`config.mk`:
```
export PLATFORM = sky130hd
export DESIGN_NAME = inst_decoder
export DESIGN_NICKNAME = d
export VERILOG_FILES = /design/src/design/decode_pkg.sv /design/src/design/inst_decoder.sv /design/src/design/dec_out_reg.sv /design/src/design/hazard_gate.sv /design/src/design/unit_router.sv /design/src/design/imm_gen.sv /design/src/design/operand_decode.sv
export SDC_FILE = /design/constraint.sdc
export NUM_CORES = 1
export LEC_CHECK = 0
export BUFFER_PORTS_ARGS = -buffer_cell sky130_fd_sc_hd__buf_2
export CAP_MARGIN = 20
export CORE_MARGIN = 2
export CORE_UTILIZATION = 48
export CTS_BUF_LIST = sky130_fd_sc_hd__clkbuf_8
export DETAILED_ROUTE_END_ITERATION = 8
export MAX_ROUTING_LAYER = met4
export PLACE_DENSITY = 0.82
export SKIP_CTS_REPAIR_TIMING = 1
export SLEW_MARGIN = 10
export SYNTH_ARGS = -nofsm -noshare
export SYNTH_HDL_FRONTEND = slang
export SYNTH_SLANG_ARGS = --single-unit
export TNS_END_PERCENT = 30
```
`constraint.sdc`:
```
create_clock -name clk -period 3 [get_ports clk]
set_clock_uncertainty 0.15 [all_clocks]
set_input_delay 0.45 -clock clk [delete_from_list [all_inputs] [get_ports clk]]
set_output_delay 0.45 -clock clk [all_outputs]
set_load 0.02 [all_outputs]
```
`src/design/decode_pkg.sv`:
```
// shared widths, opcode constants and vector types for the instruction decode stage
`default_nettype none

package decode_pkg;

    // ========================================================================
    // widths
    // ========================================================================

    localparam int INST_ID_WIDTH = 4;

    typedef logic [31:0]              inst_t;
    typedef logic [31:0]              pc_t;
    typedef logic [INST_ID_WIDTH-1:0] inst_id_t;
    typedef logic [4:0]               reg_idx_t;
    typedef logic [31:0]              reg_mask_t;
    typedef logic [31:0]              imm_t;
    typedef logic [4:0]               opcode_t;
    typedef logic [2:0]               funct3_t;

    // ========================================================================
    // major opcodes, instruction bits 6..2
    // ========================================================================

    localparam opcode_t OPC_LOAD     = 5'b00000;
    localparam opcode_t OPC_MISC_MEM = 5'b00011;
    localparam opcode_t OPC_OP_IMM   = 5'b00100;
    localparam opcode_t OPC_AUIPC    = 5'b00101;
    localparam opcode_t OPC_STORE    = 5'b01000;
    localparam opcode_t OPC_AMO      = 5'b01011;
    localparam opcode_t OPC_OP       = 5'b01100;
    localparam opcode_t OPC_LUI      = 5'b01101;
    localparam opcode_t OPC_BRANCH   = 5'b11000;
    localparam opcode_t OPC_JALR     = 5'b11001;
    localparam opcode_t OPC_JAL      = 5'b11011;
    localparam opcode_t OPC_SYSTEM   = 5'b11100;

    // custom-0..3 slots reserved by the ISA
    localparam opcode_t OPC_CUST0    = 5'b00010;
    localparam opcode_t OPC_CUST1    = 5'b01010;
    localparam opcode_t OPC_CUST2    = 5'b10110;
    localparam opcode_t OPC_CUST3    = 5'b11110;

    // ========================================================================
    // function fields and length marker
    // ========================================================================

    // ecall, ebreak, mret, wfi share funct3 0
    localparam funct3_t F3_PRIV = 3'b000;

    // low two bits of a full 32-bit instruction
    localparam logic [1:0] QUAD_RV32 = 2'b11;

endpackage

`default_nettype wire
```
`src/design/inst_decoder.sv`:
```
// decode stage top, connects the field decoders, the lock gate and the output register
`default_nettype none

module inst_decoder (
    input  logic                  clk,
    input  logic                  rst_n,

    input  logic                  fetched_inst_vld,
    output logic                  fetched_inst_rdy,
    input  decode_pkg::inst_t     fetched_inst_pld,
    input  decode_pkg::pc_t       fetched_inst_pc,
    input  decode_pkg::inst_id_t  fetched_inst_id,

    input  decode_pkg::reg_mask_t register_lock,

    output logic                  dec_inst_vld,
    input  logic                  dec_inst_rdy,
    output decode_pkg::inst_t     dec_inst_pld,
    output decode_pkg::inst_id_t  dec_inst_id,
    output decode_pkg::pc_t       dec_inst_pc,
    output decode_pkg::reg_idx_t  dec_inst_rd,
    output logic                  dec_inst_rd_en,
    output decode_pkg::reg_idx_t  dec_inst_rs1,
    output decode_pkg::reg_idx_t  dec_inst_rs2,
    output decode_pkg::imm_t      dec_inst_imm,

    output logic                  goto_lsu,
    output logic                  goto_alu,
    output logic                  goto_err,
    output logic                  goto_mext,
    output logic                  goto_csr,
    output logic                  goto_custom,
    output logic                  goto_spu
);

    decode_pkg::reg_idx_t rd;
    decode_pkg::reg_idx_t rs1;
    decode_pkg::reg_idx_t rs2;
    logic                 rd_en;
    logic                 rs1_en;
    logic                 rs2_en;
    decode_pkg::imm_t     imm;
    logic                 sel_alu;
    logic                 sel_lsu;
    logic                 sel_mext;
    logic                 sel_csr;
    logic                 sel_spu;
    logic                 sel_custom;
    logic                 sel_err;
    logic                 gated_vld;
    logic                 reg_rdy;

    // ========================================================================
    // combinational decode of the fetched word
    // ========================================================================

    operand_decode u_operand_decode (
        .inst   (fetched_inst_pld),
        .rd     (rd),
        .rs1    (rs1),
        .rs2    (rs2),
        .rd_en  (rd_en),
        .rs1_en (rs1_en),
        .rs2_en (rs2_en)
    );

    imm_gen u_imm_gen (
        .inst (fetched_inst_pld),
        .imm  (imm)
    );

    unit_router u_unit_router (
        .inst        (fetched_inst_pld),
        .goto_alu    (sel_alu),
        .goto_lsu    (sel_lsu),
        .goto_mext   (sel_mext),
        .goto_csr    (sel_csr),
        .goto_spu    (sel_spu),
        .goto_custom (sel_custom),
        .goto_err    (sel_err)
    );

    // ========================================================================
    // register lock check and output stage
    // ========================================================================

    hazard_gate u_hazard_gate (
        .in_vld        (fetched_inst_vld),
        .in_rdy        (fetched_inst_rdy),
        .out_vld       (gated_vld),
        .out_rdy       (reg_rdy),
        .register_lock (register_lock),
        .rd            (rd),
        .rs1           (rs1),
        .rs2           (rs2),
        .rd_en         (rd_en),
        .rs1_en        (rs1_en),
        .rs2_en        (rs2_en)
    );

    dec_out_reg u_dec_out_reg (
        .clk            (clk),
        .rst_n          (rst_n),
        .in_vld         (gated_vld),
        .in_rdy         (reg_rdy),
        .inst           (fetched_inst_pld),
        .pc             (fetched_inst_pc),
        .id             (fetched_inst_id),
        .rd             (rd),
        .rd_en          (rd_en),
        .rs1            (rs1),
        .rs2            (rs2),
        .imm            (imm),
        .sel_alu        (sel_alu),
        .sel_lsu        (sel_lsu),
        .sel_mext       (sel_mext),
        .sel_csr        (sel_csr),
        .sel_spu        (sel_spu),
        .sel_custom     (sel_custom),
        .sel_err        (sel_err),
        .dec_inst_vld   (dec_inst_vld),
        .dec_inst_rdy   (dec_inst_rdy),
        .dec_inst_pld   (dec_inst_pld),
        .dec_inst_pc    (dec_inst_pc),
        .dec_inst_id    (dec_inst_id),
        .dec_inst_rd    (dec_inst_rd),
        .dec_inst_rd_en (dec_inst_rd_en),
        .dec_inst_rs1   (dec_inst_rs1),
        .dec_inst_rs2   (dec_inst_rs2),
        .dec_inst_imm   (dec_inst_imm),
        .goto_alu       (goto_alu),
        .goto_lsu       (goto_lsu),
        .goto_mext      (goto_mext),
        .goto_csr       (goto_csr),
        .goto_spu       (goto_spu),
        .goto_custom    (goto_custom),
        .goto_err       (goto_err)
    );

endmodule

`default_nettype wire

```
`src/design/dec_out_reg.sv`:
```
// one-entry valid/ready register holding the decoded instruction for the execute stage
`default_nettype none

module dec_out_reg (
    input  logic                 clk,
    input  logic                 rst_n,

    input  logic                 in_vld,
    output logic                 in_rdy,
    input  decode_pkg::inst_t    inst,
    input  decode_pkg::pc_t      pc,
    input  decode_pkg::inst_id_t id,
    input  decode_pkg::reg_idx_t rd,
    input  logic                 rd_en,
    input  decode_pkg::reg_idx_t rs1,
    input  decode_pkg::reg_idx_t rs2,
    input  decode_pkg::imm_t     imm,
    input  logic                 sel_alu,
    input  logic                 sel_lsu,
    input  logic                 sel_mext,
    input  logic                 sel_csr,
    input  logic                 sel_spu,
    input  logic                 sel_custom,
    input  logic                 sel_err,

    output logic                 dec_inst_vld,
    input  logic                 dec_inst_rdy,
    output decode_pkg::inst_t    dec_inst_pld,
    output decode_pkg::pc_t      dec_inst_pc,
    output decode_pkg::inst_id_t dec_inst_id,
    output decode_pkg::reg_idx_t dec_inst_rd,
    output logic                 dec_inst_rd_en,
    output decode_pkg::reg_idx_t dec_inst_rs1,
    output decode_pkg::reg_idx_t dec_inst_rs2,
    output decode_pkg::imm_t     dec_inst_imm,
    output logic                 goto_alu,
    output logic                 goto_lsu,
    output logic                 goto_mext,
    output logic                 goto_csr,
    output logic                 goto_spu,
    output logic                 goto_custom,
    output logic                 goto_err
);

    logic load;

    // empty, or the current entry leaves this cycle
    assign in_rdy = !dec_inst_vld | dec_inst_rdy;
    assign load   = in_vld & in_rdy;

    // ========================================================================
    // valid flag and unit selects
    // ========================================================================

    always_ff @(posedge clk or negedge rst_n) begin
        if (!rst_n) begin
            dec_inst_vld <= 1'b0;
            goto_alu     <= 1'b0;
            goto_lsu     <= 1'b0;
            goto_mext    <= 1'b0;
            goto_csr     <= 1'b0;
            goto_spu     <= 1'b0;
            goto_custom  <= 1'b0;
            goto_err     <= 1'b0;
        end else if (load) begin
            dec_inst_vld <= 1'b1;
            goto_alu     <= sel_alu;
            goto_lsu     <= sel_lsu;
            goto_mext    <= sel_mext;
            goto_csr     <= sel_csr;
            goto_spu     <= sel_spu;
            goto_custom  <= sel_custom;
            goto_err     <= sel_err;
        end else if (dec_inst_rdy) begin
            // drained with nothing behind it
            dec_inst_vld <= 1'b0;
        end
    end

    // ========================================================================
    // payload
    // ========================================================================

    always_ff @(posedge clk) begin
        if (load) begin
            dec_inst_pld   <= inst;
            dec_inst_pc    <= pc;
            dec_inst_id    <= id;
            dec_inst_rd    <= rd;
            dec_inst_rd_en <= rd_en;
            dec_inst_rs1   <= rs1;
            dec_inst_rs2   <= rs2;
            dec_inst_imm   <= imm;
        end
    end

endmodule

`default_nettype wire

```
`src/design/hazard_gate.sv`:
```
// holds the fetch handshake while any register the instruction uses is locked
`default_nettype none

module hazard_gate (
    input  logic                  in_vld,
    output logic                  in_rdy,
    output logic                  out_vld,
    input  logic                  out_rdy,
    input  decode_pkg::reg_mask_t register_lock,
    input  decode_pkg::reg_idx_t  rd,
    input  decode_pkg::reg_idx_t  rs1,
    input  decode_pkg::reg_idx_t  rs2,
    input  logic                  rd_en,
    input  logic                  rs1_en,
    input  logic                  rs2_en
);

    logic rd_busy;
    logic rs1_busy;
    logic rs2_busy;
    logic pass;

    // a lock bit only matters for a register the instruction touches
    assign rd_busy  = rd_en  & register_lock[rd];
    assign rs1_busy = rs1_en & register_lock[rs1];
    assign rs2_busy = rs2_en & register_lock[rs2];

    assign pass = !(rd_busy | rs1_busy | rs2_busy);

    assign out_vld = in_vld  & pass;
    assign in_rdy  = out_rdy & pass;

endmodule

`default_nettype wire

```
`src/design/unit_router.sv`:
```
// picks exactly one execution unit for the instruction from opcode and function fields
`default_nettype none

module unit_router (
    input  decode_pkg::inst_t inst,
    output logic              goto_alu,
    output logic              goto_lsu,
    output logic              goto_mext,
    output logic              goto_csr,
    output logic              goto_spu,
    output logic              goto_custom,
    output logic              goto_err
);

    decode_pkg::opcode_t opcode;
    decode_pkg::funct3_t funct3;
    logic                funct7_b0;

    assign opcode    = inst[6:2];
    assign funct3    = inst[14:12];
    // m extension sets funct7 to 0000001
    assign funct7_b0 = inst[25];

    always_comb begin
        goto_alu    = 1'b0;
        goto_lsu    = 1'b0;
        goto_mext   = 1'b0;
        goto_csr    = 1'b0;
        goto_spu    = 1'b0;
        goto_custom = 1'b0;
        goto_err    = 1'b0;
        if (inst[1:0] != decode_pkg::QUAD_RV32) begin
            // compressed words are not supported here
            goto_err = 1'b1;
        end else begin
            case (opcode)
                decode_pkg::OPC_LUI,
                decode_pkg::OPC_AUIPC,
                decode_pkg::OPC_JAL,
                decode_pkg::OPC_JALR,
                decode_pkg::OPC_OP_IMM,
                decode_pkg::OPC_BRANCH,
                decode_pkg::OPC_MISC_MEM: goto_alu = 1'b1;
                decode_pkg::OPC_OP: begin
                    goto_mext = funct7_b0;
                    goto_alu  = !funct7_b0;
                end
                decode_pkg::OPC_LOAD,
                decode_pkg::OPC_STORE,
                decode_pkg::OPC_AMO:      goto_lsu = 1'b1;
                decode_pkg::OPC_SYSTEM: begin
                    goto_spu = (funct3 == decode_pkg::F3_PRIV);
                    goto_csr = (funct3 != decode_pkg::F3_PRIV);
                end
                decode_pkg::OPC_CUST0,
                decode_pkg::OPC_CUST1,
                decode_pkg::OPC_CUST2,
                decode_pkg::OPC_CUST3:    goto_custom = 1'b1;
                default:                  goto_err = 1'b1;
            endcase
        end
    end

endmodule

`default_nettype wire

```
`src/design/imm_gen.sv`:
```
// builds the 32-bit immediate of an rv32 instruction from its format
`default_nettype none

module imm_gen (
    input  decode_pkg::inst_t inst,
    output decode_pkg::imm_t  imm
);

    decode_pkg::opcode_t opcode;
    decode_pkg::imm_t    imm_i;
    decode_pkg::imm_t    imm_s;
    decode_pkg::imm_t    imm_b;
    decode_pkg::imm_t    imm_u;
    decode_pkg::imm_t    imm_j;

    assign opcode = inst[6:2];

    // ========================================================================
    // per-format immediates, all but u sign-extended from bit 31
    // ========================================================================

    assign imm_i = {{20{inst[31]}}, inst[31:20]};
    assign imm_s = {{20{inst[31]}}, inst[31:25], inst[11:7]};
    assign imm_b = {{20{inst[31]}}, inst[7], inst[30:25], inst[11:8], 1'b0};
    assign imm_u = {inst[31:12], 12'b0};
    assign imm_j = {{12{inst[31]}}, inst[19:12], inst[20], inst[30:21], 1'b0};

    // ========================================================================
    // format select
    // ========================================================================

    always_comb begin
        case (opcode)
            decode_pkg::OPC_LUI:    imm = imm_u;
            decode_pkg::OPC_AUIPC:  imm = imm_u;
            decode_pkg::OPC_JAL:    imm = imm_j;
            decode_pkg::OPC_BRANCH: imm = imm_b;
            decode_pkg::OPC_STORE:  imm = imm_s;
            // amo addresses come straight from rs1
            decode_pkg::OPC_AMO:    imm = '0;
            // jalr, load, op-imm, system and the rest
            default:                imm = imm_i;
        endcase
    end

endmodule

`default_nettype wire

```
`src/design/operand_decode.sv`:
```
// extracts rd, rs1 and rs2 and flags which of them the instruction really uses
`default_nettype none

module operand_decode (
    input  decode_pkg::inst_t    inst,
    output decode_pkg::reg_idx_t rd,
    output decode_pkg::reg_idx_t rs1,
    output decode_pkg::reg_idx_t rs2,
    output logic                 rd_en,
    output logic                 rs1_en,
    output logic                 rs2_en
);

    decode_pkg::opcode_t opcode;
    decode_pkg::funct3_t funct3;
    logic                is_rv32;

    assign opcode  = inst[6:2];
    assign funct3  = inst[14:12];
    assign is_rv32 = (inst[1:0] == decode_pkg::QUAD_RV32);

    // fixed field positions for every rv32 format
    assign rd  = inst[11:7];
    assign rs1 = inst[19:15];
    assign rs2 = inst[24:20];

    // destination write
    always_comb begin
        case (opcode)
            decode_pkg::OPC_BRANCH: rd_en = 1'b0;
            decode_pkg::OPC_STORE:  rd_en = 1'b0;
            // ecall/ebreak/mret write nothing, csr ops do
            decode_pkg::OPC_SYSTEM: rd_en = (funct3 != 3'b000);
            default:                rd_en = 1'b1;
        endcase
        if (!is_rv32) begin
            rd_en = 1'b0;
        end
    end

    // first source
    always_comb begin
        case (opcode)
            decode_pkg::OPC_LUI:   rs1_en = 1'b0;
            decode_pkg::OPC_AUIPC: rs1_en = 1'b0;
            decode_pkg::OPC_JAL:   rs1_en = 1'b0;
            default:               rs1_en = 1'b1;
        endcase
        if (!is_rv32) begin
            rs1_en = 1'b0;
        end
    end

    // second source, only r-type, s-type, b-type and amo
    always_comb begin
        case (opcode)
            decode_pkg::OPC_LUI:    rs2_en = 1'b0;
            decode_pkg::OPC_AUIPC:  rs2_en = 1'b0;
            decode_pkg::OPC_JAL:    rs2_en = 1'b0;
            decode_pkg::OPC_JALR:   rs2_en = 1'b0;
            decode_pkg::OPC_LOAD:   rs2_en = 1'b0;
            decode_pkg::OPC_OP_IMM: rs2_en = 1'b0;
            decode_pkg::OPC_SYSTEM: rs2_en = 1'b0;
            default:                rs2_en = 1'b1;
        endcase
        if (!is_rv32) begin
            rs2_en = 1'b0;
        end
    end

endmodule

`default_nettype wire

```
==> impl_metrics.env <==
export IMPL_outcome="complete, no violations"
export IMPL_netlist_instances=306
export IMPL_drc=0
export IMPL_synth_commonest_cells="edfxtp_1 (101), nand2_1 (41), mux4_2 (27), buf_4 (17)"
export IMPL_cp_data_required_time_ns=2.40
export IMPL_grt_usage_pct=22.1
export IMPL_drive_gt1_share_pct=55.4
export IMPL_p_leak_uw=0.00275
export IMPL_ctsLongestPathBuffers=2
export IMPL_grt_ovfl_total=0
export IMPL_grt_pass1_wl_um=18000
export IMPL_r2r_start="u_dec_out_reg.dec_inst_vld"
export IMPL_final_max_slew_viol_count=0
export IMPL_tightestPinTransition_ns=0.498
export IMPL_dieHeight_um=104
export IMPL_min_path_type="in2reg"
export IMPL_ys_seq_area_share_pct=66.8
export IMPL_dpl_cell_area_um2=6230
export IMPL_initial_utilization_pct=49.5
export IMPL_dr_pass1_iters=5
export IMPL_routed_wl_um=11800
export IMPL_post_route_min_period_ns=2.93
export IMPL_rows=36
export IMPL_worstHoldEndpoint="u_dec_out_reg.dec_inst_pc[29]"
export IMPL_cts_buffers=9
export IMPL_arrival_ns=2.33
export IMPL_synth_edf_count=101
export IMPL_coreArea_um2=9770
export IMPL_synth_top_area_share_pct=62.7
export IMPL_synth_mux_area_share_pct=15.2
export IMPL_syn_nets=410
export IMPL_clk_pin_slew_ns=0.09
export IMPL_dr_wl_met3_um=1090
export IMPL_fin_crit_sh_pct=97.6
export IMPL_synth_seq_cells=109
export IMPL_rrSetupSlack_ns=1.39
export IMPL_synthArstFlopShare_pct=7.34
export IMPL_grt_max_degree=22
export IMPL_routed_via_density=5.24
export IMPL_ant_nets=0
export IMPL_layout_nets=642
export IMPL_maxUsedRoutingLayer="met4"
export IMPL_synth_xor_area_share_pct=0.181
export IMPL_io_buffers=228
export IMPL_place_hpwl_um=9230
export IMPL_synth_cell_area_um2=4840
export IMPL_cp_start_kind="input port"
export IMPL_crit_type="in2out"
export IMPL_cts_root_buf="clkbuf_8"
export IMPL_relSlewSlack_pct=66.6
export IMPL_synthTopCellsByArea="edfxtp_1 (63%), mux4_2 (13%), dfrtp_1 (4.1%)"
export IMPL_detail_route_iter0_violations=188
export IMPL_die_area_um2=10900
export IMPL_cp_max_fo=9
export IMPL_wl_met1_um=4440
export IMPL_clock_sinks=109
export IMPL_avgSynthCellArea_um2=15.8
export IMPL_hold_viol=0
export IMPL_fillers=696
export IMPL_synth_top_family_by_area="multiplexers"
export IMPL_gp_congestion=0.901
export IMPL_first_global_vias=3463
export IMPL_cts_tree="built"
export IMPL_dr_wl_met2_um=6080
export IMPL_synthAdderAreaFrac_pct=0
export IMPL_vias=3544
export IMPL_dieWidth_um=104
export IMPL_maxCapViolCount=0
export IMPL_htreeDepth=3
export IMPL_antenna_found_initial=0
export IMPL_finish_utilization_pct=65.7
export IMPL_powerDensity_nw_per_um2=528
export IMPL_reg2reg_to="u_dec_out_reg.dec_inst_pc[6]"
export IMPL_yosysTopAreaCell="edfxtp_1"
export IMPL_worstHoldStart="fetched_inst_pc[29]"
export IMPL_wl_per_cell_um=17.5
export IMPL_ir_drop_mv=0.252
export IMPL_setup_viol=0
export IMPL_synth_compound_area_share_pct=5.74
export IMPL_yosys_warnings=0
export IMPL_clk_latency_ns=0.35
export IMPL_grt_setup_unrepaired="false"
export IMPL_final_area_um2=6420
export IMPL_area_growth_pct=32.8
export IMPL_end_kind="primary output"
export IMPL_min_delay_path_depth=1
export IMPL_ioPinCount=229
export IMPL_synth_distinct_cells=39
export IMPL_max_freq_mhz=341
export IMPL_synthSimpleGateAreaFrac_pct=8.07
export IMPL_yosysMostFrequentCell="edfxtp_1"
export IMPL_num_antenna_cells=0
export IMPL_rr_worst_depth=5
export IMPL_synth_main_ff_cell="edfxtp_1"
[placed cells by master, fill, tap and decap left out, types with 2 or more instances in the layout]
cell type	n
clkinvlp_4	2
mux4_2	27
and2_1	8
o21a_1	2
mux2_4	6
clkinv_2	2
nor3_1	4
a21o_1	9
a21oi_1	9
nand2_1	41
a22oi_1	5
nand2b_1	2
and3_1	2
nor2b_1	8
clkbuf_8	9
buf_4	16
o21ai_0	8
nor2_1	9
nor4_1	2
buf_2	226
o311a_1	2
edfxtp_1	101
nand3_1	3
mux2i_1	5
inv_1	4
buf_12	5
dfrtp_1	8
[kinds of logic (layout without fill, tap and decap cells)]
logic type      Yosys count  count (layout)
xor+xnor                  1               1
flops                   109             109
buf+inv                  33             270
simple gates             83              83
compound gates           41              41
mux                      39              39
[state kept, by name (all words and copies together) (netlist names)]
name	cells
u_dec_out_reg.dec_inst_id	4
u_dec_out_reg.dec_inst_imm	32
u_dec_out_reg.dec_inst_pc	32
u_dec_out_reg.dec_inst_pld	20
u_dec_out_reg.dec_inst_rd	4
u_dec_out_reg.dec_inst_rd_en	1
u_dec_out_reg.dec_inst_rs1	4
u_dec_out_reg.dec_inst_rs2	4
u_dec_out_reg.dec_inst_vld	1
u_dec_out_reg.goto_alu	1
u_dec_out_reg.goto_csr	1
u_dec_out_reg.goto_custom	1
u_dec_out_reg.goto_err	1
u_dec_out_reg.goto_lsu	1
u_dec_out_reg.goto_mext	1
u_dec_out_reg.goto_spu	1
[layer usage]
metal | vias to the layer above | GRT usage [%]
li1 | 1634 | -
met2 | 241 | 37.5
met5 | - | -
met1 | 1649 | 26.7
met3 | 20 | 4.32
met4 | 0 | 7.24
[where the power goes]
group	total (uW)	switching [uW]	leakage [uW]	internal (uW)
Clock	762	466	0.0000842	296
Sequential	1860	38.8	0.00106	1820
Combinational	768	456	0.00161	311
[area by class of cell]
cell class,count,area [um^2],area share [%]
clock buffer,9,124,1.93
timing repair buffer,250,1390,21.6
tap,133,166,2.59
sequential,109,3230,50.3
clock inverter,7,41.3,0.643
inverter,4,31.3,0.487
multi-input combinational,164,1440,22.4
[how the worst max path moves through the flow]
stage,from,to,cells past startpoint
final,fetched_inst_pld[8],fetched_inst_rdy,7
after global routing,fetched_inst_pld[8],fetched_inst_rdy,7
after CTS,fetched_inst_pld[8],fetched_inst_rdy,7
after detailed placement,fetched_inst_pld[8],fetched_inst_rdy,7
after global placement,fetched_inst_pld[8],fetched_inst_rdy,7
after floorplan,fetched_inst_pld[8],u_dec_out_reg.goto_alu,8
[critical path, cell delays in order]
cell	delay, ns
buf_8	0.12
mux4_2	0.50
mux4_2	0.48
mux2_2	0.29
a22oi_2	0.14
o311a_1	0.22
buf_6	0.12
[per-stage QoR]
stage	setup TNS (ns)	hold WS, ns	worst slack, ns	total power, uW	std cells
floorplan	0	0.00441	0.00610	2340	306
global placement	-14.94	0.151	-0.235	2640	658
detailed placement	-17.56	0.160	-0.246	2660	658
CTS	-0.247	-0.245	-0.247	3410	674
global route	0	0.0892	0.00232	3530	676
finish	0	0.115	0.0706	3390	676
No activity file was read; power rests on OpenSTA's default activity.
